<file path="src/hw/forth_pkg.sv">
// shared widths, depths and types of the stack processor
// opcode, alu, stack action, error and sequencer state enums

package forth_pkg;

  ////////////////////////////////////////////////////////////////////////////
  // sizes
  ////////////////////////////////////////////////////////////////////////////
  localparam int cell_width  = 32;
  localparam int prog_depth  = 256;
  localparam int stack_depth = 16;

  // one stack item or program word
  typedef logic [cell_width-1:0] cell_t;
  // fetch address into program memory
  typedef logic [$clog2(prog_depth)-1:0] pc_t;
  // 0 to stack_depth, one extra bit for full
  typedef logic [$clog2(stack_depth):0] depth_t;
  typedef logic [7:0] char_t;

  ////////////////////////////////////////////////////////////////////////////
  // encodings
  ////////////////////////////////////////////////////////////////////////////
  // low byte of an opcode word, unknown values run as nop
  typedef enum logic [7:0] {
    op_nop         = 8'h00,
    // these three take the next word as operand
    op_lit         = 8'h01,
    op_branch      = 8'h02,
    op_zero_branch = 8'h03,
    op_plus        = 8'h10,
    op_minus       = 8'h11,
    op_and         = 8'h12,
    op_or          = 8'h13,
    op_xor         = 8'h14,
    op_equal       = 8'h15,
    op_zero_equal  = 8'h16,
    op_dup         = 8'h20,
    op_drop        = 8'h21,
    op_over        = 8'h22,
    op_swap        = 8'h23,
    op_io_led      = 8'h30,
    op_io_button   = 8'h31,
    op_emit        = 8'h32
  } op_e;

  typedef enum logic [2:0] {
    alu_plus, alu_minus, alu_and, alu_or, alu_xor, alu_equal, alu_zero_equal
  } alu_op_e;

  // replace pops two and pushes the alu result
  typedef enum logic [2:0] {
    stk_none, stk_push, stk_pop, stk_replace, stk_replace_top, stk_dup,
    stk_over, stk_swap
  } stack_op_e;

  typedef enum logic [1:0] {
    err_none, err_overflow, err_underflow
  } err_e;

  typedef enum logic [2:0] {
    st_idle, st_execute, st_operand, st_halt
  } seq_state_e;

endpackage

</file>
<file path="src/hw/forth_data_stack.sv">
// data stack with top register, spill array and depth count
// flags overflow and underflow before the action takes place

`timescale 1ns/1ps

module forth_data_stack import forth_pkg::*; (
  input  logic      clk,
  input  logic      reset,
  input  logic      stack_clear,
  input  stack_op_e stack_op,
  input  cell_t     push_value,
  input  cell_t     result,
  output cell_t     top,
  output cell_t     second,
  output err_e      stack_error
);

  // items below top, slot 0 is the bottom
  cell_t  below [stack_depth];
  depth_t depth;
  // items the action needs on the stack
  logic [1:0] need;
  logic       grows;
  logic [$clog2(stack_depth)-1:0] spill_idx;
  logic [$clog2(stack_depth)-1:0] second_idx;

  // spill slot takes old top, second sits one lower
  assign spill_idx  = depth[$clog2(stack_depth)-1:0] - 1'b1;
  assign second_idx = depth[$clog2(stack_depth)-1:0] - 2'd2;
  assign second     = below[second_idx];

  always_comb begin
    need  = 2'd0;
    grows = 1'b0;
    case (stack_op)
      stk_push:                 grows = 1'b1;
      stk_pop, stk_replace_top: need = 2'd1;
      stk_dup: begin
        need  = 2'd1;
        grows = 1'b1;
      end
      stk_replace, stk_swap:    need = 2'd2;
      stk_over: begin
        need  = 2'd2;
        grows = 1'b1;
      end
      default: ;
    endcase
  end

  // underflow wins when both could apply
  always_comb begin
    if (depth < depth_t'(need)) stack_error = err_underflow;
    else if (grows && depth == depth_t'(stack_depth)) stack_error = err_overflow;
    else stack_error = err_none;
  end

  always_ff @(posedge clk) begin
    if (!reset || stack_clear) begin
      depth <= '0;
    end else if (stack_error == err_none) begin
      case (stack_op)
        stk_push, stk_dup, stk_over: depth <= depth + 1'b1;
        stk_pop, stk_replace:        depth <= depth - 1'b1;
        default: ;
      endcase
    end
  end

  // payload path, contents frozen on error
  always_ff @(posedge clk) begin
    if (!stack_clear && stack_error == err_none) begin
      case (stack_op)
        stk_push: begin
          below[spill_idx] <= top;
          top              <= push_value;
        end
        stk_pop:                      top <= second;
        stk_replace, stk_replace_top: top <= result;
        stk_dup:                      below[spill_idx] <= top;
        stk_over: begin
          below[spill_idx] <= top;
          top              <= second;
        end
        stk_swap: begin
          below[second_idx] <= top;
          top               <= second;
        end
        default: ;
      endcase
    end
  end

endmodule

</file>
<file path="config.mk">
export PLATFORM = sky130hd
export DESIGN_NAME = forth_data_stack
export DESIGN_NICKNAME = d
export VERILOG_FILES = /design/src/hw/forth_pkg.sv /design/src/hw/forth_data_stack.sv
export SDC_FILE = /design/constraint.sdc
export NUM_CORES = 1
export LEC_CHECK = 0
export BUFFER_PORTS_ARGS = -buffer_cell sky130_fd_sc_hd__buf_2
export CAP_MARGIN = 20
export CELL_PAD_IN_SITES_DETAIL_PLACEMENT = 0
export CELL_PAD_IN_SITES_GLOBAL_PLACEMENT = 2
export CORE_MARGIN = 2
export CORE_UTILIZATION = 45
export DETAILED_ROUTE_END_ITERATION = 8
export PLACE_DENSITY_LB_ADDON = 0.1
export RECOVER_POWER = 25
export SLEW_MARGIN = 40
export SYNTH_ARGS = -nofsm -noshare
export SYNTH_HDL_FRONTEND = slang
export SYNTH_SLANG_ARGS = --single-unit
export TNS_END_PERCENT = 30
</file>
<file path="constraint.sdc">
create_clock -name clk -period 7.7 [get_ports clk]
set_input_delay 1.54 -clock clk [delete_from_list [all_inputs] [get_ports clk]]
set_output_delay 1.54 -clock clk [all_outputs]
set_load 0.01 [all_outputs]
</file>
; After elaboration in Yosys (flattened, before gate mapping)
; Memory sizes are Yosys's and may differ from the RTL's.
; Index checks and enable logic that the tools add are counted.
[totals]
reg_bits = 37
ram_bits = 512
in_bits = 70
n_memories = 1
[memory_table]
columns = memory, words, width, rd, rd_ports_with_merged_regs, write_ports, line
row1 = below, 16, 32, 1, 0, 1, forth_data_stack.sv:19  ; cell_t below [stack_depth];
[classes]
n_addsub = 4
order_cmp = 1
n_eq_ne = 8
n_mux = 23
bitwise = 2
n_reduce_logical = 17
[ops]
columns = op, n
row1 = 32-bit 2-to-1 mux, 3
row2 = 32-bit one-hot mux with 3 select lines, 1
row3 = 32-bit OR reduction, 1
row4 = 1-bit 2-to-1 mux, 15
row5 = "3-bit == test, second input constant", 4
row6 = 3-bit OR reduction, 4
row7 = 5-bit one-hot mux with 2 select lines, 1
row8 = "3-bit by 2-bit == test with 1-bit output, second input constant", 2
row9 = "5-bit by 1-bit adder with 5-bit output, second input constant", 1
row10 = "5-bit == test, second input constant", 1
row11 = 5-bit by 2-bit < comparator with 1-bit output, 1
row12 = "5-bit by 1-bit subtractor with 5-bit output, second input constant", 1
row13 = 4-bit 2-to-1 mux, 1
row14 = 2-bit one-hot mux with 2 select lines, 1
row15 = 2-bit AND reduction, 2
row16 = 2-bit OR reduction, 2
row17 = "4-bit by 1-bit subtractor with 4-bit output, second input constant", 1
row18 = "4-bit by 2-bit subtractor with 4-bit output, second input constant", 1
row19 = "3-bit by 1-bit == test with 1-bit output, second input constant", 1
row20 = 3-bit nonzero test, 1
row21 = 1-bit logical AND, 2
row22 = 1-bit zero test, 2
row23 = 2-bit zero test, 1
row24 = 2-bit 2-to-1 mux, 1
row25 = other kinds (3), 4

; Depth between registers and ports, before layout
[logic_depth]
ltp_word = 13
mapped_depth = 12

; Worst setup path before layout
; Ideal clock, no wire load.
[synth_path]
path_kind = input -> register
startpoint = in stack_op[2]
endpoint = reg top[0] (enable)
t_arrival_ns = 5.597
setup_slack_ns = 1.602
stages = 7
path_cell_list = buf_2 > o21ai_0 > ha_1 > and2_1 > a311o_4 > inv_6 > nor4_1
[synth_via]
word_cells_on_any_way = 22
cone_classes = order compare: 1 / eq/ne: 7 / mux: 4 / reduce/logical: 10
[synth_lines]
columns = element, line
row1 = "start, declared", forth_data_stack.sv:10  ; input stack_op_e stack_op,
row2 = 3-bit == test or 3-bit by 2-bit == test with 1-bit output (tied branches), forth_data_stack.sv:35  ; case (stack_op)
row3 = 3-bit OR reduction (no line), --
row4 = 2-bit one-hot mux with 2 select lines *, forth_data_stack.sv:35
row5 = 5-bit by 2-bit < comparator with 1-bit output *, forth_data_stack.sv:53  ; if (depth < depth_t'(need)) stack_error = err_underflow;
row6 = 2-bit 2-to-1 mux *, forth_data_stack.sv:53
row7 = net stack_error[1], forth_data_stack.sv:15  ; output err_e stack_error
row8 = 2-bit zero test *, forth_data_stack.sv:72  ; if (!stack_clear && stack_error == err_none) begin
row9 = 1-bit logical AND *, forth_data_stack.sv:72
row10 = 2-bit AND reduction (no line) *, --
row11 = "end signal, assigned", forth_data_stack.sv:76  ; top <= push_value;
row12 = "end signal, assigned", forth_data_stack.sv:78  ; stk_pop: top <= second;
row13 = "end signal, assigned", forth_data_stack.sv:79  ; stk_replace, stk_replace_top: top <= result;
row14 = "end, declared", forth_data_stack.sv:13  ; output cell_t top,
; The timed path passes the listed nets; every way through them passes the cells marked *.
; A chain may end at the register's enable or synchronous reset.

; Worst setup path after layout
[layout_path]
startpoint = reg depth[1]
endpoint = out second[31]
[layout_via]
elab_chain_cells = 2
[layout_rtl]
columns = element, line
row1 = "start, declared", forth_data_stack.sv:20  ; depth_t depth;
row2 = "start signal, assigned", forth_data_stack.sv:63  ; stk_push, stk_dup, stk_over: depth <= depth + 1'b1;
row3 = "start signal, assigned", forth_data_stack.sv:64  ; stk_pop, stk_replace: depth <= depth - 1'b1;
row4 = 4-bit by 2-bit subtractor with 4-bit output, forth_data_stack.sv:29  ; assign second_idx = depth[$clog2(stack_depth)-1:0] - 2'd2;
row5 = memory read 16 x 32 bit, --
row6 = "end, declared", forth_data_stack.sv:14  ; output cell_t second,
; Every way passes these cells.

==> results.sh <==
export IMPL_htreeDepth=2
export IMPL_antenna_found_initial=0
export IMPL_routedWlPerCell_um=26.8
export IMPL_rows=80
export IMPL_setup_viol=0
export IMPL_status="finished, final reports clean"
export IMPL_mostFrequentLayoutCells="544 x edfxtp_1, 135 x buf_2, 128 x mux4_2"
export IMPL_synth_simple_gate_area_frac=0.0157
export IMPL_post_route_period_util=0.676
export IMPL_grt_first_pass_wirelength_um=73900
export IMPL_synth_warnings=0
export IMPL_r2r_start="depth[0]"
export IMPL_synth_top_family_by_area="multiplexers"
export IMPL_synth_cell_types=41
export IMPL_yosys_register_bits=549
export IMPL_p_leak_nw=7.88
export IMPL_cts_setup_buffers=0
export IMPL_crit_start="depth[1]"
export IMPL_tightest_slew_ps=842
export IMPL_final_cells=1854
export IMPL_dp_cells=1752
export IMPL_drt_pre_antenna_iters=6
export IMPL_cts_root_buffer="clkbuf_16"
export IMPL_place_hpwl_um=27600
export IMPL_setup_ws_ps=2490
export IMPL_finalClockSkew_ps=16.7
export IMPL_ctsHoldBuffers=0
export IMPL_yosysTopAreaCell="edfxtp_1"
export IMPL_slew_violations=0
export IMPL_slew_headroom=0.435
export IMPL_grt_usage=0.202
export IMPL_cellPowerDensity_mw_per_mm2=257
export IMPL_path_clk_slew_ps=60
export IMPL_rsz0062_at_grt="false"
export IMPL_fmax_mhz=192
export IMPL_ff2ff_path_depth=8
export IMPL_drt_wl_total_um=49700
export IMPL_syn_area_mm2=0.0218
export IMPL_area_growth_pct=15.7
export IMPL_start_kind="register"
export IMPL_r2r_end="below[1][29]"
export IMPL_synthCells=1036
export IMPL_grt_pass1_vias=11100
export IMPL_insertion_delay_ps=600
export IMPL_synth_compound_area_share=0.0383
export IMPL_grt_overflow=0
export IMPL_avgSynthCellArea_um2=21.0
export IMPL_dp_slack_ps=2570
export IMPL_synth_edf_count=544
export IMPL_drc_errors=0
export IMPL_synthArstFlopShare=0
export IMPL_first_iter_violations=1141
export IMPL_synthMuxAreaShare=0.167
export IMPL_hold_class="reg2reg"
export IMPL_dieArea_mm2=0.0502
export IMPL_drive_gt1_frac=0.348
export IMPL_ir_drop_mv=0.228
export IMPL_hold_depth=2
export IMPL_maxCapViolCount=0
export IMPL_tns_ps=0
export IMPL_cp_required_ps=6160
export IMPL_synth_top_area_share=0.750
export IMPL_portBuffers=135
export IMPL_period_needed_ps=5210
export IMPL_cts_tree="built"
export IMPL_yosys_area_share_adder=0.00551
export IMPL_placed_area_mm2=0.0234
export IMPL_ioPinCount=136
export IMPL_ctsLongestPathBuffers=3
export IMPL_vias=10900
export IMPL_ant_nets=0
export IMPL_synth_xor_area_share=0.00442
export IMPL_numCtsBuffers=57
export IMPL_synth_ff_type="edfxtp_1"
export IMPL_ys_seq_area_frac=0.754
export IMPL_viasPerCell=5.89
export IMPL_rrSetupSlack_ps=3750
export IMPL_mostFrequentLayoutCell="edfxtp_1"
export IMPL_crit_end="second[31]"
export IMPL_syn_num_nets=1115
export IMPL_endpoint_kind="output port"
export IMPL_core_area_mm2=0.0477
export IMPL_critical_path_class="reg2out"
export IMPL_hold_viol=0
export IMPL_die_y_um=224
export IMPL_initial_core_util=0.456
export IMPL_cp_max_fo=67
export IMPL_grt_start_max_net_pins=90
export IMPL_fin_nets=1276
export IMPL_place_congestion=0.744
export IMPL_cts_sinks=549
export IMPL_num_antenna_cells=0
export IMPL_synth_area_leaders="edfxtp_1 75%, mux4_2 13%, mux2i_1 1.7%, mux2_2 1.7%, a222oi_1 1.5%"
export IMPL_cts_resized=0
export IMPL_critPathArrivalTime_ps=3670
export IMPL_design_area_mm2=0.0252
export IMPL_die_x_um=224
## report_power, final
part / total [mW] / internal (mW) / switching (mW) / leakage (nW)
sequential: 3.43 / 3.36 / 0.0707 / 4.95
clock: 2.58 / 1.49 / 1.09 / 0.840
combinational: 0.470 / 0.200 / 0.271 / 2.09
## state kept, by name, indices dropped and copies added, names as in the netlist
signal,cells
depth,5
below,512
top,32
## final cells by class
| class | count | area [um2] |
|---|---|---|
| multi-input combinational | 417 | 5240 |
| clock buffer | 76 | 1540 |
| clock inverter | 25 | 196 |
| sequential | 549 | 16400 |
| timing repair buffer | 166 | 993 |
| fill | 3784 | 22500 |
| tap | 615 | 769 |
| inverter | 6 | 27.5 |
## logic make-up (layout without fill, tap and decap cells)
logic type,Yosys count,count (layout)
and+or+nand+nor,78,78
AOI/OAI and AO/OA,120,120
xor gates and xnor gates,11,11
buffers and inverters,70,273
DFF,549,549
adders and majority gates,9,9
muxes,199,199
## per-stage QoR
step,utilization,hold slack (ps),power [mW]
after floorplan,-,466,3.76
after global placement,0.489,494,3.96
after detailed placement,0.491,504,3.98
after CTS,0.527,523,6.56
after global routing,0.528,582,6.71
final,0.528,527,6.49
## per-layer routing
metal,routed length (um),GRT usage,vias to the layer above
li1,-,-,4697
met4,879,0.0475,0
met5,0,0,-
met3,2510,0.0355,65
met1,23000,0.304,5870
met2,23300,0.312,295
## worst min-delay path by stage
stage / from / end
after global routing: depth[4] / depth[4]
after detailed placement: depth[4] / depth[4]
final: depth[4] / depth[4]
after floorplan: depth[4] / depth[4]
after global placement: depth[4] / depth[4]
after CTS: depth[4] / depth[4]
## synth_stat cells, types with 2 or more instances
library cell / instances
nor4_1: 3
mux2_2: 32
clkbuf_1: 37
a21oi_1: 37
ha_1: 8
xnor2_1: 6
mux2_4: 2
nor3_1: 4
mux4_2: 128
nand2_1: 4
buf_4: 4
nand3_1: 2
o21ai_0: 2
mux2i_1: 37
a311o_4: 2
buf_2: 18
a211oi_1: 4
xor2_1: 5
o21ai_1: 36
a21o_1: 2
buf_6: 2
buf_1: 3
edfxtp_1: 544
dfxtp_1: 5
a222oi_1: 32
nor2_1: 53
inv_1: 5
or3_1: 2
nand2b_1: 5
## critical path, stage by stage, from the launching register on
cell     delay, ps
dfxtp_4        520
buf_6          620
buf_4          760
mux4_2         400
mux2i_1        380
a21oi_1        120
buf_2          150
Note: power is estimated with default switching activity, not from simulation.
