## src/hw/forth_pkg.sv

```systemverilog
// shared widths, depths and types of the stack processor
// opcode, alu, stack action, error and sequencer state enums

package forth_pkg;

  ////////////////////////////////////////////////////////////////////////////
  // sizes
  ////////////////////////////////////////////////////////////////////////////
  localparam int cell_width  = 32;
  localparam int prog_depth  = 256;
  localparam int stack_depth = 16;

  // one stack item or program word
  typedef logic [cell_width-1:0] cell_t;
  // fetch address into program memory
  typedef logic [$clog2(prog_depth)-1:0] pc_t;
  // 0 to stack_depth, one extra bit for full
  typedef logic [$clog2(stack_depth):0] depth_t;
  typedef logic [7:0] char_t;

  ////////////////////////////////////////////////////////////////////////////
  // encodings
  ////////////////////////////////////////////////////////////////////////////
  // low byte of an opcode word, unknown values run as nop
  typedef enum logic [7:0] {
    op_nop         = 8'h00,
    // these three take the next word as operand
    op_lit         = 8'h01,
    op_branch      = 8'h02,
    op_zero_branch = 8'h03,
    op_plus        = 8'h10,
    op_minus       = 8'h11,
    op_and         = 8'h12,
    op_or          = 8'h13,
    op_xor         = 8'h14,
    op_equal       = 8'h15,
    op_zero_equal  = 8'h16,
    op_dup         = 8'h20,
    op_drop        = 8'h21,
    op_over        = 8'h22,
    op_swap        = 8'h23,
    op_io_led      = 8'h30,
    op_io_button   = 8'h31,
    op_emit        = 8'h32
  } op_e;

  typedef enum logic [2:0] {
    alu_plus, alu_minus, alu_and, alu_or, alu_xor, alu_equal, alu_zero_equal
  } alu_op_e;

  // replace pops two and pushes the alu result
  typedef enum logic [2:0] {
    stk_none, stk_push, stk_pop, stk_replace, stk_replace_top, stk_dup,
    stk_over, stk_swap
  } stack_op_e;

  typedef enum logic [1:0] {
    err_none, err_overflow, err_underflow
  } err_e;

  typedef enum logic [2:0] {
    st_idle, st_execute, st_operand, st_halt
  } seq_state_e;

endpackage

```

## src/hw/forth_io_port.sv

```systemverilog
// led register, two-flop button synchronizer
// emit character register and one-cycle strobe

`timescale 1ns/1ps

module forth_io_port import forth_pkg::*; (
  input  logic       clk,
  input  logic       reset,
  input  cell_t      top,
  input  logic       led_write,
  input  logic       emit_write,
  input  logic [1:0] buttons,
  output logic [1:0] leds,
  output logic [1:0] sync_buttons,
  output logic       emit_strobe,
  output char_t      emit_char
);

  // first synchronizer stage
  logic [1:0] buttons_meta;

  always_ff @(posedge clk) begin
    if (!reset) begin
      leds         <= '0;
      buttons_meta <= '0;
      sync_buttons <= '0;
      emit_strobe  <= 1'b0;
    end else begin
      // low two bits of top, held until the next store
      if (led_write) leds <= top[1:0];
      buttons_meta <= buttons;
      sync_buttons <= buttons_meta;
      // strobe in the cycle after the accepted emit
      emit_strobe  <= emit_write;
    end
  end

  // character only changes on an accepted emit
  always_ff @(posedge clk) begin
    if (emit_write) begin
      emit_char <= top[7:0];
    end
  end

endmodule

```

## config.mk

```make
export PLATFORM = sky130hd
export DESIGN_NAME = forth_io_port
export DESIGN_NICKNAME = d
export VERILOG_FILES = /design/src/hw/forth_pkg.sv /design/src/hw/forth_io_port.sv
export SDC_FILE = /design/constraint.sdc
export NUM_CORES = 1
export LEC_CHECK = 0
export BUFFER_PORTS_ARGS = -buffer_cell sky130_fd_sc_hd__buf_2
export CAP_MARGIN = 15
export CORE_MARGIN = 4
export CORE_UTILIZATION = 33
export CTS_CLUSTER_SIZE = 28
export DETAILED_ROUTE_END_ITERATION = 7
export GPL_ROUTABILITY_DRIVEN = 0
export PLACE_DENSITY = 0.75
export SYNTH_ARGS = -nofsm -noshare
export SYNTH_HDL_FRONTEND = slang
export SYNTH_SLANG_ARGS = --single-unit
```

## constraint.sdc

```tcl
create_clock -name clk -period 1.8 [get_ports clk]
set_clock_uncertainty 0.1 [all_clocks]
set_input_delay 0.18 -clock clk [delete_from_list [all_inputs] [get_ports clk]]
set_output_delay 0.18 -clock clk [all_outputs]
set_load 0.02 [all_outputs]
```

# Word level (Yosys, flattened, before mapping)
# Cells that the tools add are included.
# totals
reg_bits	15
latch_bits	0
mem_bits_rw	0
romBits	0
in_bits	38
mem_count	0
# classes
add_sub_neg	0
mul	0
div_mod_pow	0
order_cmp	0
n_eq_ne	0
shifts	0
muxes	0
n_bitwise	0
reduce_logical	0

# Longest topological paths before layout
# Gate-level depths: netlist (run 1).
# depth
word_depth	0
ltp_mapped	2
ltp_nobuf	2

# Worst setup path after synthesis (run 1)
# OpenSTA, ideal clock, no wires.
# synth_path
path_type	register -> register
start	reg leds[0] (netlist name)
end	reg leds[0]
setup_time_ps	65
arrival_time_ps	603
required_ps	1635
path_slack_ps	1032
stages_incl_launch_ff	3
path_buffers	0
synth_period_minus_slack_ps	768
path_cell_list	dfxtp_1 -> mux2i_1 -> nor2b_1
# synth_lines
element	line	rtl
end signal: assignment	forth_io_port.sv:30	if (led_write) leds <= top[1:0];
end: declaration	forth_io_port.sv:13	output logic [1:0] leds,

# Final worst setup path (run 1)
# layout_path
start	reg emit_char[6]
end	out emit_char[6]
# layout_lines
element	line	rtl
start: declaration	forth_io_port.sv:16	output char_t emit_char
start signal: assignment	forth_io_port.sv:41	emit_char <= top[7:0];
# No word-level cell between the ends.

==> results.py, run 1 <==
metrics = {
    "setup_path": {
        "cp_num_cells": 1,
        "slowest_stage": "edfxtp_1",
        "crit_path_end_kind": "output port",
        "path_buf_inv": 1,
        "cpPeakStageDelay_ns": 0.37,
        "startpoint_type": "flop",
        "worst-r2r-cell-count": 2,
        "critical_path.top_delay_family": "flip-flops",
        "r2r_start": "leds[1]",
        "worstPathCellList": "buf_2",
        "rr_endpoint": "leds[1]",
        "cp_max_fo": 1,
        "reg2reg_slack_ns": 1.10,
        "critPathKind": "reg -> out",
        "crit_arrival_ns": 0.81,
        "worst_ep_required_time_ns": 1.52,
    },
    "floorplan": {
        "die_x_um": 44.7,
        "std_cell_rows": 12,
        "die_y_um": 44.7,
        "dieArea_um2": 2000,
        "core_area_um2": 1190,
        "io-pin-count": 51,
        "initial_utilization_pct": 37.4,
    },
    "clock_network": {
        "clk_latency_ns": 0.28,
        "cts_setup_buffers": 0,
        "path_clk_slew_ns": 0.08,
        "cts_sinks": 15,
        "numCtsBuffers": 3,
        "cts_buffer_depth": 2,
        "cts_root_buf": "clkbuf_4",
        "ctsResizeCount": 0,
        "ctsHoldBuffers": 9,
        "cts_tree": "yes",
        "htree_levels": 1,
    },
    "logic_synthesis": {
        "yosysSeqAreaShare_pct": 85.6,
        "yosysWarnings": 0,
        "synth_top_area_share_pct": 54.1,
        "synth_seq_cells": 15,
        "yosys.cell_types.count": 5,
        "ys_top_cells_by_area": "edfxtp_1, dfxtp_1, and2_1, mux2i_1, nor2b_1",
        "synth.avg_cell_area_um2": 18.5,
        "syn_area_um2": 444,
        "syn_inst": 24,
        "syn_nets": 62,
        "synth_area_leader_cell": "edfxtp_1",
    },
    "placed_design": {
        "io_buffer_count": 26,
    },
    "power_and_ir_drop": {
        "p_leak_uw": 0.000328,
        "powerDensity_nw_per_um2": 931,
        "ir_drop_uv": 494,
    },
    "final_layout": {
        "drive_above_1_share_pct": 47.6,
        "register_area_um2": 380,
        "n_antenna_cell": 0,
        "final_cell_mix": "buf_2, dlygate4sd3_1, edfxtp_1",
        "nets": 102,
        "layout_commonest_cell": "buf_2",
        "area_delta_synth_final_pct": 59.7,
        "n_fill_cell": 94,
        "multi_input_area_um2": 63.8,
        "final_util_pct": 59.8,
    },
    "routing": {
        "vias_per_cell": 4.32,
        "met2_length_um": 410,
        "wl_per_cell_um": 11.7,
        "topRoutingLayerUsed": "met4",
        "first_pass_iters": 4,
        "drc": 0,
        "drtIter0Drc": 3,
        "drt-met1-wl_um": 372,
        "met3_wirelength_um": 108,
        "num_vias": 333,
        "antenna_left": 0,
        "routed_wl_um": 903,
    },
    "global_routing": {
        "gr-usage-all-layers_pct": 10.2,
        "antenna_found_initial": 0,
        "grt_first_pass_wirelength_um": 1340,
        "grt_max_degree": 10,
        "grt_overflow": 0,
        "grt_pass1_vias": 318,
    },
    "sta": {
        "rsz0062_at_grt": "false",
        "max-slew-margin-rel_pct": 87.8,
        "worst_slew_pin_slew_ns": 0.182,
        "finalCriticalPeriod_ns": 1.09,
        "hold_violations": 0,
        "finalSetupViolCount": 0,
        "fmax_mhz": 918,
        "slew_violations": 0,
        "tns_ns": 0,
        "fin_crit_sh_pct": 60.5,
    },
    "hold_path": {
        "min_to": "buttons_meta[0]",
        "hold_depth": 2,
        "min_from": "buttons[0]",
        "min_path_type": "in -> reg",
    },
    "flow_run": {
        "maxCapViolCount": 0,
    },
    "status": {
        "status": "complete, no violations",
    },
}
synth_stat cells:
| library cell | count |
|---|---|
| dfxtp_1 | 7 |
| and2_1 | 5 |
| mux2i_1 | 2 |
| nor2b_1 | 2 |
| edfxtp_1 | 8 |
kinds of logic after synthesis:
logic type	count (synthesis)	share of synthesized area (%)
DFF	15	85.6
muxes	2	4.51
and+or+nand+nor	7	9.86
metrics by stage:
step                worst slack [ns]  hold WS [ns]  std cells  power [uW]  cell area (um^2)
floorplan                       1.03         0.179         24         432               444
global placement                1.02         0.265         64         469               592
detailed placement              1.01         0.258         64         470               592
CTS                            0.699       0.00196         77         669               709
global route                   0.649        0.0232         77         693               709
finish                         0.710        0.0106         77         660               709
per-layer routing:
| layer | up-vias | track usage (%) |
|---|---|---|
| li1 | 162 | - |
| met1 | 146 | 10.4 |
| met2 | 23 | 15.8 |
| met3 | 2 | 5.28 |
| met4 | 0 | 7.23 |
| met5 | - | 0 |
flip-flops by register name, summed over array words and instances (netlist names):
signal and cells:
buttons_meta 2, emit_char 8, leds 2, emit_strobe 1, sync_buttons 2
how the worst max path moves through the flow:
stage          slack [ns]         start            to
2_1_floorplan        1.03       leds[0]       leds[0]
3_3_place_gp         1.02    emit_write  emit_char[5]
3_5_place_dp         1.01    emit_write  emit_char[5]
4_1_cts              0.70  emit_char[3]  emit_char[3]
5_1_grt              0.65  emit_char[0]  emit_char[0]
6_report             0.71  emit_char[6]  emit_char[6]
final cells by class:
class	count	share of cell area (%)
Sequential cell	15	53.6
Timing Repair Buffer	35	31.0
Multi-Input combinational cell	9	8.99
Clock buffer	3	3.17
Tap cell	14	2.47
Clock inverter	1	0.705
power by group:
| part | switching (uW) | internal, uW |
|---|---|---|
| Clock | 102 | 82.4 |
| Sequential | 5.26 | 384 |
| Combinational | 46.1 | 41.3 |
(Power assumes the default switching activity.)
==> run 2: changes to the inputs <==
- CORE_ASPECT_RATIO: default -> 0.9
- CORE_UTILIZATION: 33 -> 28
- PLACE_DENSITY: 0.75 -> 0.68
- clock period: 1.8 -> 0.9 ns (I/O delays scaled with it)
==> run 2 against run 1 <==
Effect of this change:
- the flow now finishes with violations (setup timing)
- via count down 2.4%
- final cell count up 1.3%
- routed wire length up 17%
- clock power up 95%
- hold slack better by 0.012 ns
- power up 110%
- critical path depth unchanged
- sequential share of layout area down 4.2 points
- register-to-register slack worse by 0.93 ns
- sequential power up 100%
- critical endpoint is now emit_char[5]
- global-route usage up 0.16 points
- final area up 10%
==> results.py, run 2 (same netlist as run 1, synthesis figures left out) <==
metrics = {
    "final_layout": {
        "largest_reg_flops": 8,
        "n_antenna_cell": 0,
        "top_register": "emit_char",
        "area_delta_synth_final_pct": 76.1,
        "drive_above_1_share_pct": 50.8,
        "layout_commonest_cell": "buf_2",
        "fin_cells": 78,
        "final_cell_mix": "buf_2, dlygate4sd3_1, buf_6",
        "nets": 102,
    },
    "clock_network": {
        "cts_buffer_depth": 2,
        "cts_tree": "yes",
        "path_clk_slew_ns": 0.09,
        "numCtsBuffers": 3,
        "cts_root_buf": "clkbuf_4",
        "clk_latency_ns": 0.27,
        "htree_levels": 1,
        "cts_setup_buffers": 0,
        "cts_sinks": 15,
    },
    "global_routing": {
        "antenna_found_initial": 0,
        "gr-usage-all-layers_pct": 10.3,
        "grt_first_pass_wirelength_um": 1690,
        "grt_max_degree": 10,
        "grt_overflow": 0,
        "grt_pass1_vias": 374,
    },
    "setup_path": {
        "path_buf_inv": 1,
        "crit_path_end_kind": "output port",
        "rr_endpoint": "leds[0]",
        "startpoint_type": "flop",
        "slowest_stage": "edfxtp_1",
        "cp_num_cells": 1,
        "worstPathCellList": "buf_6",
        "reg2reg_slack_ns": 0.17,
        "worst-r2r-cell-count": 2,
        "cpPeakStageDelay_ns": 0.40,
        "worst_ep_required_time_ns": 0.71,
        "crit_arrival_ns": 0.81,
        "critical_path.top_delay_family": "flip-flops",
        "critPathKind": "reg -> out",
        "r2r_start": "leds[0]",
        "cp_max_fo": 1,
    },
    "routing": {
        "routed_wl_um": 1050,
        "num_vias": 325,
        "drc": 0,
        "antenna_left": 0,
        "first_pass_iters": 2,
        "wl_per_cell_um": 13.5,
        "drtIter0Drc": 2,
        "vias_per_cell": 4.17,
    },
    "sta": {
        "fin_crit_sh_pct": 111,
        "tns_ns": -0.726,
        "rsz0062_at_grt": "true",
        "fin_ws_ns": -0.0954,
        "worst_slew_pin_slew_ns": 0.186,
        "max-slew-margin-rel_pct": 87.6,
        "finalSetupViolCount": 12,
        "fmax_mhz": 1000,
        "finalCriticalPeriod_ns": 0.995,
        "hold_violations": 0,
        "slew_violations": 0,
    },
    "floorplan": {
        "die_y_um": 45.8,
        "std_cell_rows": 13,
        "core_area_um2": 1460,
        "io-pin-count": 51,
        "initial_utilization_pct": 30.3,
        "die_x_um": 50.0,
        "dieArea_um2": 2290,
    },
    "power_and_ir_drop": {
        "powerDensity_nw_per_um2": 1730,
        "power_uw": 1350,
        "ir_drop_uv": 760,
        "p_leak_uw": 0.000342,
    },
    "status": {
        "status": "complete, but fails checks",
        "failed_checks": "setup timing",
    },
    "hold_path": {
        "min_to": "leds[1]",
        "min_from": "led_write",
        "min_path_type": "in -> reg",
        "hold_depth": 3,
    },
    "placed_design": {
        "dp_cells": 65,
        "dp_hpwl_um": 644,
        "io_buffer_count": 26,
    },
    "flow_run": {
        "maxCapViolCount": 0,
    },
}
run 2: area by class of cell:
type	instances	area, um^2
multi-input combinational	9	63.8
clock buffer	4	26.3
fill	125	682
tap	15	18.8
sequential	15	387
timing repair buffer	35	287
run 2: stage by stage:
step	hold slack (ns)	utilization (%)	area, um^2	setup WS, ns
2_1_floorplan	0.0889	-	444	0.132
3_3_place_gp	0.169	40.5	593	0.203
3_5_place_dp	0.172	40.5	593	0.191
4_1_cts	0.0147	52.4	767	-0.113
5_1_grt	0.0618	53.4	782	-0.150
6_report	0.0222	53.4	782	-0.0954
run 2: timing repair:
| item | 4_1_cts | 5_1_grt |
|---|---|---|
| gates cloned | 0 | 0 |
| hold buffers | 11 | 0 |
| endpoints found under the setup margin | 13 | 15 |
| resized for setup | 15 | 8 |
| hold endpoints to repair | 12 | 0 |
run 2: worst max-delay path by stage:
stage / to / from / slack [ns]
floorplan: leds[0] / leds[0] / 0.13
global placement: emit_char[6] / emit_write / 0.20
detailed placement: emit_char[2] / emit_char[2] / 0.19
CTS: emit_char[3] / emit_char[3] / -0.11
global route: emit_char[5] / emit_char[5] / -0.15
finish: emit_char[5] / emit_char[5] / -0.1
run 2: per-layer routing:
layer	wire length (um)	vias to the layer above	global-route usage, %	part of all wire (%)
li1	-	160	-	-
met1	409	143	11.8	39
met2	529	22	17.7	50
met3	115	0	5.25	11
met4	0	0	1.66	0
met5	0	-	0	0
run 2: where the power goes:
part           switching [uW]  leakage [uW]  internal, uW  total [uW]
clock                     187     0.0000150           171         358
sequential               16.9      0.000138           770         787
combinational            95.7      0.000189           114         210
total                     299      0.000342          1060        1350
