===== src/hw/forth_pkg.sv =====
// shared widths, depths and types of the stack processor
// opcode, alu, stack action, error and sequencer state enums

package forth_pkg;

  ////////////////////////////////////////////////////////////////////////////
  // sizes
  ////////////////////////////////////////////////////////////////////////////
  localparam int cell_width  = 32;
  localparam int prog_depth  = 256;
  localparam int stack_depth = 16;

  // one stack item or program word
  typedef logic [cell_width-1:0] cell_t;
  // fetch address into program memory
  typedef logic [$clog2(prog_depth)-1:0] pc_t;
  // 0 to stack_depth, one extra bit for full
  typedef logic [$clog2(stack_depth):0] depth_t;
  typedef logic [7:0] char_t;

  ////////////////////////////////////////////////////////////////////////////
  // encodings
  ////////////////////////////////////////////////////////////////////////////
  // low byte of an opcode word, unknown values run as nop
  typedef enum logic [7:0] {
    op_nop         = 8'h00,
    // these three take the next word as operand
    op_lit         = 8'h01,
    op_branch      = 8'h02,
    op_zero_branch = 8'h03,
    op_plus        = 8'h10,
    op_minus       = 8'h11,
    op_and         = 8'h12,
    op_or          = 8'h13,
    op_xor         = 8'h14,
    op_equal       = 8'h15,
    op_zero_equal  = 8'h16,
    op_dup         = 8'h20,
    op_drop        = 8'h21,
    op_over        = 8'h22,
    op_swap        = 8'h23,
    op_io_led      = 8'h30,
    op_io_button   = 8'h31,
    op_emit        = 8'h32
  } op_e;

  typedef enum logic [2:0] {
    alu_plus, alu_minus, alu_and, alu_or, alu_xor, alu_equal, alu_zero_equal
  } alu_op_e;

  // replace pops two and pushes the alu result
  typedef enum logic [2:0] {
    stk_none, stk_push, stk_pop, stk_replace, stk_replace_top, stk_dup,
    stk_over, stk_swap
  } stack_op_e;

  typedef enum logic [1:0] {
    err_none, err_overflow, err_underflow
  } err_e;

  typedef enum logic [2:0] {
    st_idle, st_execute, st_operand, st_halt
  } seq_state_e;

endpackage


===== src/hw/forth_alu.sv =====
// two-operand arithmetic, logic and compare unit
// flags come out as all ones or zero

`timescale 1ns/1ps

module forth_alu import forth_pkg::*; (
  input  alu_op_e alu_op,
  input  cell_t   top,
  input  cell_t   second,
  output cell_t   result
);

  // second is the deeper operand, so minus is second - top
  always_comb begin
    case (alu_op)
      alu_plus:  result = second + top;
      alu_minus: result = second - top;
      alu_and:   result = second & top;
      alu_or:    result = second | top;
      alu_xor:   result = second ^ top;
      // compare words
      alu_equal: begin
        result = (second == top) ? {cell_width{1'b1}} : '0;
      end
      // only looks at top
      alu_zero_equal: begin
        result = (top == '0) ? {cell_width{1'b1}} : '0;
      end
      default: result = '0;
    endcase
  end

endmodule


===== config.mk =====
export PLATFORM = sky130hd
export DESIGN_NAME = forth_alu
export DESIGN_NICKNAME = d
export VERILOG_FILES = /design/src/hw/forth_pkg.sv /design/src/hw/forth_alu.sv
export SDC_FILE = /design/constraint.sdc
export NUM_CORES = 1
export LEC_CHECK = 0
export ABC_CLOCK_PERIOD_IN_PS = 3020
export BUFFER_PORTS_ARGS = -buffer_cell sky130_fd_sc_hd__buf_2
export CAP_MARGIN = 30
export CORE_MARGIN = 1.5
export CORE_UTILIZATION = 45
export DETAILED_ROUTE_END_ITERATION = 7
export PLACE_DENSITY = 0.74
export SLEW_MARGIN = 20
export SYNTH_ARGS = -nofsm -noshare
export SYNTH_HDL_FRONTEND = slang
export SYNTH_SLANG_ARGS = --single-unit

===== constraint.sdc =====
create_clock -name vclk -period 3.02
set_input_delay 0.151 -clock vclk [all_inputs]
set_output_delay 0.151 -clock vclk [all_outputs]
set_load 0.02 [all_outputs]

* Yosys cells after proc, flatten, opt, wreduce, memory -nomap -nowiden
Index checks and enable logic that the tools add are counted.
** Operators by class
- $add $sub $neg :: 2
- Equality and inequality tests :: 7
- Mux-type cells :: 3
- Bitwise operators :: 3
- Reductions and logical operators :: 2
** Operator list (count)
- one-hot mux 32 bit (7 select lines) :: 1
- 2-to-1 mux 32 bit :: 2
- adder 32 bit :: 1
- AND 32 bit :: 1
- equality test 32 bit :: 1
- logical NOT 32 bit :: 1
- OR 32 bit :: 1
- subtractor 32 bit :: 1
- XOR 32 bit :: 1
- equality test 3 bit, second input constant :: 3
- equality test 3 x 2 -> 1 bit, second input constant :: 2
- equality test 3 x 1 -> 1 bit, second input constant :: 1
- logical NOT 3 bit :: 1
** Word-level totals
- Register bits :: 0
- Output and inout port bits :: 32

* Longest topological paths before layout
Gate-level depths: netlist (run 1).
- Word-level depth :: 3
- Gate-level depth with buffers :: 14
- Depth with buffers taken out :: 14

* Worst setup path before layout (run 1)
Ideal clock, no wire load.
- Path kind :: input to output
- From :: in second[0]
- To :: out result[28]
- Arrival :: 2.758 ns
- Data required time :: 2.869 ns
- Setup slack :: 0.111 ns
- Stages :: 14
- Buffers on the path :: 0
- Cells stage by stage :: inv_1 ha_1 inv_1 fa_1 nor2b_1 o221ai_1 a32oi_1 nand3_1 o21ai_2 a221o_1 a21oi_1 a21oi_1 mux2_2 o22ai_1
** On the way
- Word-level cells in the longest chain between the ends :: 3
** Ends and longest elaborated chain
- from (decl) :: line forth_alu.sv:9 : input cell_t second,
- parallel branches: the longest is 2 deep, another holds subtractor 32 bit
- one-hot mux 32 bit (7 select lines) * :: line forth_alu.sv:15 : case (alu_op)
- to (decl) :: line forth_alu.sv:10 : output cell_t result
Every way passes the cells marked *.

* Final worst setup path (run 1)
- From :: in top[11]
- To :: out result[26]
** On the way
- Word-level cells in the longest chain between the ends :: 3
** Ends and longest elaborated chain
- from (decl) :: line forth_alu.sv:8 : input cell_t top,
- parallel branches: the longest is 2 deep, another holds subtractor 32 bit
- one-hot mux 32 bit (7 select lines) * :: line forth_alu.sv:15
Marks and branches as above.

==> results of run 1 <==
==> tightest hold or removal path: stages <==
cell      delay [ns]
buf_2           0.28
o211ai_1        0.16
buf_2           0.17
==> kinds of logic (layout without fill, tap and decap cells) <==
kind of cell	Yosys count	after routing	share of synthesized area
AO/OA/AOI/OAI	302	302	0.3784
buffers and inverters	155	357	0.1115
XOR/XNOR	18	18	0.02867
AND/OR/NAND/NOR	259	259	0.2200
adder cells (fa/ha/maj)	106	106	0.2439
multiplexers	8	8	0.01752
==> worst paths after layout <==
path          to  cells past startpoint  slack [ns]
min   result[10]                      3        0.92
max   result[26]                     15       -0.09
==> final cells by class <==
cell class                 count  area (sq um)  share of cell area
inverter                     103         396.6             0.05188
multi-input combinational    693          5296              0.6928
tap                          147         183.9             0.02406
timing repair buffer         254          1768              0.2313
==> power by group <==
part           leakage (nW)  switching [W]  internal, W
combinational          3.71       0.000898     0.000693
sequential                0              0            0
clock                     0              0            0
==> per-layer routing <==
layer  GRT usage  vias up
li1            -     3418
met4     0.09750        2
met3     0.02179       60
met1      0.4459     3293
met2      0.5345      398
met5           0        -
==> timing repair <==
action | CTS | global route
resized for setup | 71 | 34
setup endpoints to repair | 16 | 16
pin swaps | 32 | 32
buffers inserted | 8 | 7
hold buffers | 0 | 0
==> cells in the final DEF, fill, tap and decap left out, types with 4 or more instances in the layout <==
cell and instances:
a211o_1 4, a211oi_1 9, a21o_1 10, a21oi_1 79, a221o_1 4, a22oi_1 6
a31oi_1 13, buf_2 88, buf_4 150, buf_6 13, ha_1 86, ha_2 4
ha_4 14, inv_1 87, inv_2 11, inv_4 4, mux2i_1 4, nand2_1 67
nand2b_1 11, nand3_1 16, nand4_1 11, nor2_1 93, nor2b_1 6, nor3_1 15
nor4_1 7, o211ai_1 10, o21a_1 6, o21ai_0 56, o21ai_1 9, o21ai_2 5
o21bai_1 13, o221ai_1 7, o22ai_1 6, o31ai_1 7, or3_1 5, xnor2_1 17
==> per-stage QoR <==
step / setup WS, ns / utilization
final: -0.09486 / 0.6391
after global routing: -0.1763 / 0.6391
after CTS: -0.05581 / 0.6228
after detailed placement: -0.2389 / 0.5882
after global placement: -0.1684 / 0.5882
after floorplan: 0.1108 / -
==> flow_metrics.env, run 1 <==
export IMPL_grt_start_max_net_pins=64
export IMPL_setup_tns_ns=-0.3981
export IMPL_via_per_inst=5.991
export IMPL_numPortBuffers=99
export IMPL_synth_most_common_cell="ha_1"
export IMPL_drc=0
export IMPL_post_synth_cell_area_avg_sq_um=6.485
export IMPL_yosysWarnings=0
export IMPL_leakage_nw=3.715
export IMPL_wirelength_mm=21.96
export IMPL_startpoint="top[11]"
export IMPL_endpoint_kind="primary output"
export IMPL_grt_pass1_vias=6490
export IMPL_fillers=1062
export IMPL_layout_cells_non_filler=1197
export IMPL_drv_slew=0
export IMPL_synth_cell_types=81
export IMPL_grt_antenna_before_repair=1
export IMPL_core_sq_um=11960
export IMPL_wl_met1_mm=9.397
export IMPL_design_power_total_w=0.001591
export IMPL_regArea_sq_um=0
export IMPL_yosysSeqAreaShare=0
export IMPL_cellPowerDensity_nw_per_um2=208.2
export IMPL_start_util=0.4597
export IMPL_syn2layout_area_growth_pct=39.02
export IMPL_num_vias=7171
export IMPL_violations="setup timing"
export IMPL_crit_path_frequent_cell="buf_6"
export IMPL_vdd_drop_max_v=0.0001194
export IMPL_critPathBufInv=4
export IMPL_wl_met3_mm=1.957
export IMPL_die_h_um=113.5
export IMPL_fmax_mhz=321.0
export IMPL_crit_chain="buf_6, inv_4, ha_4, and3_4, or3b_4, a211oi_4, o31a_2, buf_6, o41ai_4, o211ai_2, a31oi_1, a221o_1, o21ai_1, nand3_1, buf_2"
export IMPL_hold_violations=0
export IMPL_synth_area_sq_um=5499
export IMPL_grt_pass1_wl_mm=33.40
export IMPL_cp_top_family="compound AO/OA/AOI/OAI gates"
export IMPL_setup_slack_ns=-0.09486
export IMPL_drt_iter0_drc=654
export IMPL_ant_nets=0
export IMPL_place_congestion=1.001
export IMPL_rows=40
export IMPL_setup_viol=9
export IMPL_cap_violations=0
export IMPL_slew_headroom=0.5753
export IMPL_arrival_ns=2.96
export IMPL_worstHoldStart="alu_op[2]"
export IMPL_worst_setup_path_type="in -> out"
export IMPL_critPathRequiredTime_ns=2.87
export IMPL_synthTopCellsByArea="ha_1 24%, a21oi_1 7.4%, inv_1 7.0%, nor2_1 6.6%, o21ai_0 5.3%"
export IMPL_wl_per_cell_um=18.35
export IMPL_rsz0062_at_grt="true"
export IMPL_yosysTopAreaCellShare=0.2366
export IMPL_dpl_cell_count=1183
export IMPL_nNetsFinal=1225
export IMPL_start_kind="input port"
export IMPL_dr_max_layer_used="met5"
export IMPL_route_met2_wl_mm=9.873
export IMPL_dp_hpwl_mm=16.77
export IMPL_min_period_ns=3.115
export IMPL_n_clock_buffer=0
export IMPL_yosysTopAreaCell="ha_1"
export IMPL_drive_above_1_share=0.3314
export IMPL_crit_slowest_cell="or3b_4"
export IMPL_drt_pass1_iterations=5
export IMPL_diodes=0
export IMPL_final_area_sq_um=7645
export IMPL_die_area_sq_um=12890
export IMPL_holdWs_ns=0.9185
export IMPL_post_dp_cell_area_sq_um=7036
export IMPL_grt_ovfl_total=0
export IMPL_outcome="finished, violations left"
export IMPL_tightest_slew_ns=0.6355
export IMPL_die_w_um=113.5
export IMPL_yosys_top_cells_count="104 x ha_1, 102 x inv_1, 96 x nor2_1"
export IMPL_n_sequential_cell=0
export IMPL_cp_max_fo=3
export IMPL_synth_net_count=1021
export IMPL_fin_crit_sh=1.031
export IMPL_crit_path_max_incr_delay_ns=0.41
export IMPL_grt_total_usage=0.3216
export IMPL_top_level_ports=99
export IMPL_netlist_instances=848
export IMPL_hold_class="in -> out"
No activity file was read; power rests on OpenSTA's default activity.
==> run 2, diff against run 1 <==
--- a/config.mk
+++ b/config.mk
@@ -5,13 +5,14 @@
 export SDC_FILE = /design/constraint.sdc
 export NUM_CORES = 1
 export LEC_CHECK = 0
+export ABC_AREA = 1
 export ABC_CLOCK_PERIOD_IN_PS = 3020
 export BUFFER_PORTS_ARGS = -buffer_cell sky130_fd_sc_hd__buf_2
 export CAP_MARGIN = 30
 export CORE_MARGIN = 1.5
 export CORE_UTILIZATION = 45
 export DETAILED_ROUTE_END_ITERATION = 7
-export PLACE_DENSITY = 0.74
+export PLACE_DENSITY = 0.72
 export SLEW_MARGIN = 20
 export SYNTH_ARGS = -nofsm -noshare
 export SYNTH_HDL_FRONTEND = slang
==> run 2 against run 1 <==
Against the previous run: the flow now finishes without violations; area after synthesis rose by 26%; cell count up 35%; sequential share of layout area did not move; critical path depth decreased by 4; highest routed layer is now met4; via count rose by 20%; maximum frequency rose by 18%; utilization down 15 points.
==> flow_metrics.env, run 2 <==
export IMPL_outcome="finished, final reports clean"
export IMPL_top_level_ports=99
export IMPL_drt_pass1_iterations=6
export IMPL_synthTopCellsByArea="nand2_1 25%, ha_1 19%, inv_1 17%, nand3_1 7.9%, nor2_1 6.1%"
export IMPL_rsz0062_at_grt="false"
export IMPL_tightest_slew_ns=0.5533
export IMPL_yosysWarnings=0
export IMPL_core_sq_um=15090
export IMPL_internal_power_w=0.0004139
export IMPL_cts_hold_buffers=0
export IMPL_vdd_drop_max_v=0.00008160
export IMPL_drt_iter0_drc=1031
export IMPL_crit_chain="buf_2, inv_1, ha_1, nor2_1, nand2_1, nor3_1, nand4_4, nand2_4, inv_1, o211ai_1, buf_2"
export IMPL_die_w_um=126.9
export IMPL_critPathBufInv=4
export IMPL_synth_cell_types=40
export IMPL_grt_total_usage=0.3270
export IMPL_fin_crit_sh=0.8776
export IMPL_cts_resized=0
export IMPL_drc=0
export IMPL_dpl_cell_count=1614
export IMPL_cp_max_fo=18
export IMPL_grt_pass1_vias=7632
export IMPL_arrival_ns=2.50
export IMPL_slew_headroom=0.6307
export IMPL_min_period_ns=2.650
export IMPL_setup_tns_ns=0
export IMPL_crit_slowest_cell="ha_1"
export IMPL_design_power_total_w=0.001373
export IMPL_start_util=0.4579
export IMPL_drive_above_1_share=0.1087
export IMPL_netSwitchingFraction=0.6985
export IMPL_die_area_sq_um=16110
export IMPL_setup_viol=0
export IMPL_drv_slew=0
export IMPL_mostFrequentLayoutCell="nand2_1"
export IMPL_cp_top_family="simple AND/OR/NAND/NOR gates"
export IMPL_nNetsFinal=1601
export IMPL_yosysTopAreaCellShare=0.2499
export IMPL_layout_cells_non_filler=1614
export IMPL_via_per_inst=5.327
export IMPL_yosysTopAreaCell="nand2_1"
export IMPL_grt_ovfl_total=0
export IMPL_yosysSeqAreaShare=0
export IMPL_layout_common_cells="460 x nand2_1, 305 x inv_1, 112 x nor2_1"
export IMPL_grt_pass1_wl_mm=41.28
export IMPL_synth_area_sq_um=6909
export IMPL_dp_hpwl_mm=22.72
export IMPL_endpoint_kind="primary output"
export IMPL_netlist_instances=1351
export IMPL_num_vias=8598
export IMPL_grt_antenna_before_repair=0
export IMPL_diodes=0
export IMPL_numPortBuffers=99
export IMPL_yosys_top_cells_count="460 x nand2_1, 305 x inv_1, 112 x nor2_1"
export IMPL_place_congestion=1.086
export IMPL_crit_path_max_incr_delay_ns=0.36
export IMPL_cap_violations=0
export IMPL_comb_power_share=1.000
export IMPL_synth_most_common_cell="nand2_1"
export IMPL_power_clock_fraction=0
export IMPL_p_sw_w=0.0009590
export IMPL_synth_net_count=1524
export IMPL_syn2layout_area_growth_pct=7.805
export IMPL_post_cts_buffers=0
export IMPL_regArea_sq_um=0
export IMPL_seqPwrFrac=0
export IMPL_n_sequential_cell=0
export IMPL_die_h_um=126.9
export IMPL_rows=45
export IMPL_cellPowerDensity_nw_per_um2=184.3
export IMPL_leakage_nw=4.799
export IMPL_fmax_mhz=377.3
export IMPL_ant_nets=0
export IMPL_wl_per_cell_um=16.77
export IMPL_fin_util=0.4936
export IMPL_start_kind="input port"
export IMPL_critPathRequiredTime_ns=2.87
export IMPL_wirelength_mm=27.07
export IMPL_grt_start_max_net_pins=28
export IMPL_n_clock_buffer=0
export IMPL_hold_class="in -> out"
export IMPL_hold_violations=0
export IMPL_worst_setup_path_type="in -> out"
export IMPL_post_synth_cell_area_avg_sq_um=5.114
[run 2: stage by stage]
stage | setup WS, ns | instance area, sq um | hold WS [ns]
final | 0.3696 | 7448 | 0.8011
after CTS | 0.4319 | 7448 | 0.8031
after global placement | 0.4536 | 7448 | 0.7975
after floorplan | 1.153 | 6909 | 0.6065
after global routing | 0.1631 | 7448 | 0.8467
after detailed placement | 0.4349 | 7448 | 0.8018
[run 2: routing by layer]
layer,GRT usage,vias up,wire (um)
met5,0,-,0
met4,0.08556,0,872
met3,0.04977,47,2897
met2,0.5006,457,10920
met1,0.4744,3787,12380
li1,-,4307,-
[run 2: power groups by stage]
stage / Combinational (W) / Clock (W) / Sequential, W
after floorplan: 0.000929 / 0 / 0
after global placement: 0.00133 / 0 / 0
after detailed placement: 0.00133 / 0 / 0
after CTS: 0.00134 / 0 / 0
after global routing: 0.00150 / 0 / 0
final: 0.00137 / 0 / 0
[run 2: final cells by class]
class / count / area, sq um
multi-input combinational: 1001 / 5441
fill: 1776 / 7641
tap: 188 / 235.2
inverter: 312 / 1171
timing repair buffer: 113 / 600.6
[run 2: path summary, 6_finish.rpt]
| check | from | to | slack [ns] | cells past startpoint |
|---|---|---|---|---|
| worst max-delay path | top[2] | result[0] | 0.37 | 11 |
| worst min-delay path | alu_op[1] | result[0] | 0.80 | 5 |
[run 2: kinds of logic after synthesis]
family,after synthesis,share of synthesized area
buf+inv,350,0.2124
xor+xnor,1,0.001268
compound gates,133,0.1154
simple gates,761,0.4768
fa+ha+maj,106,0.1941
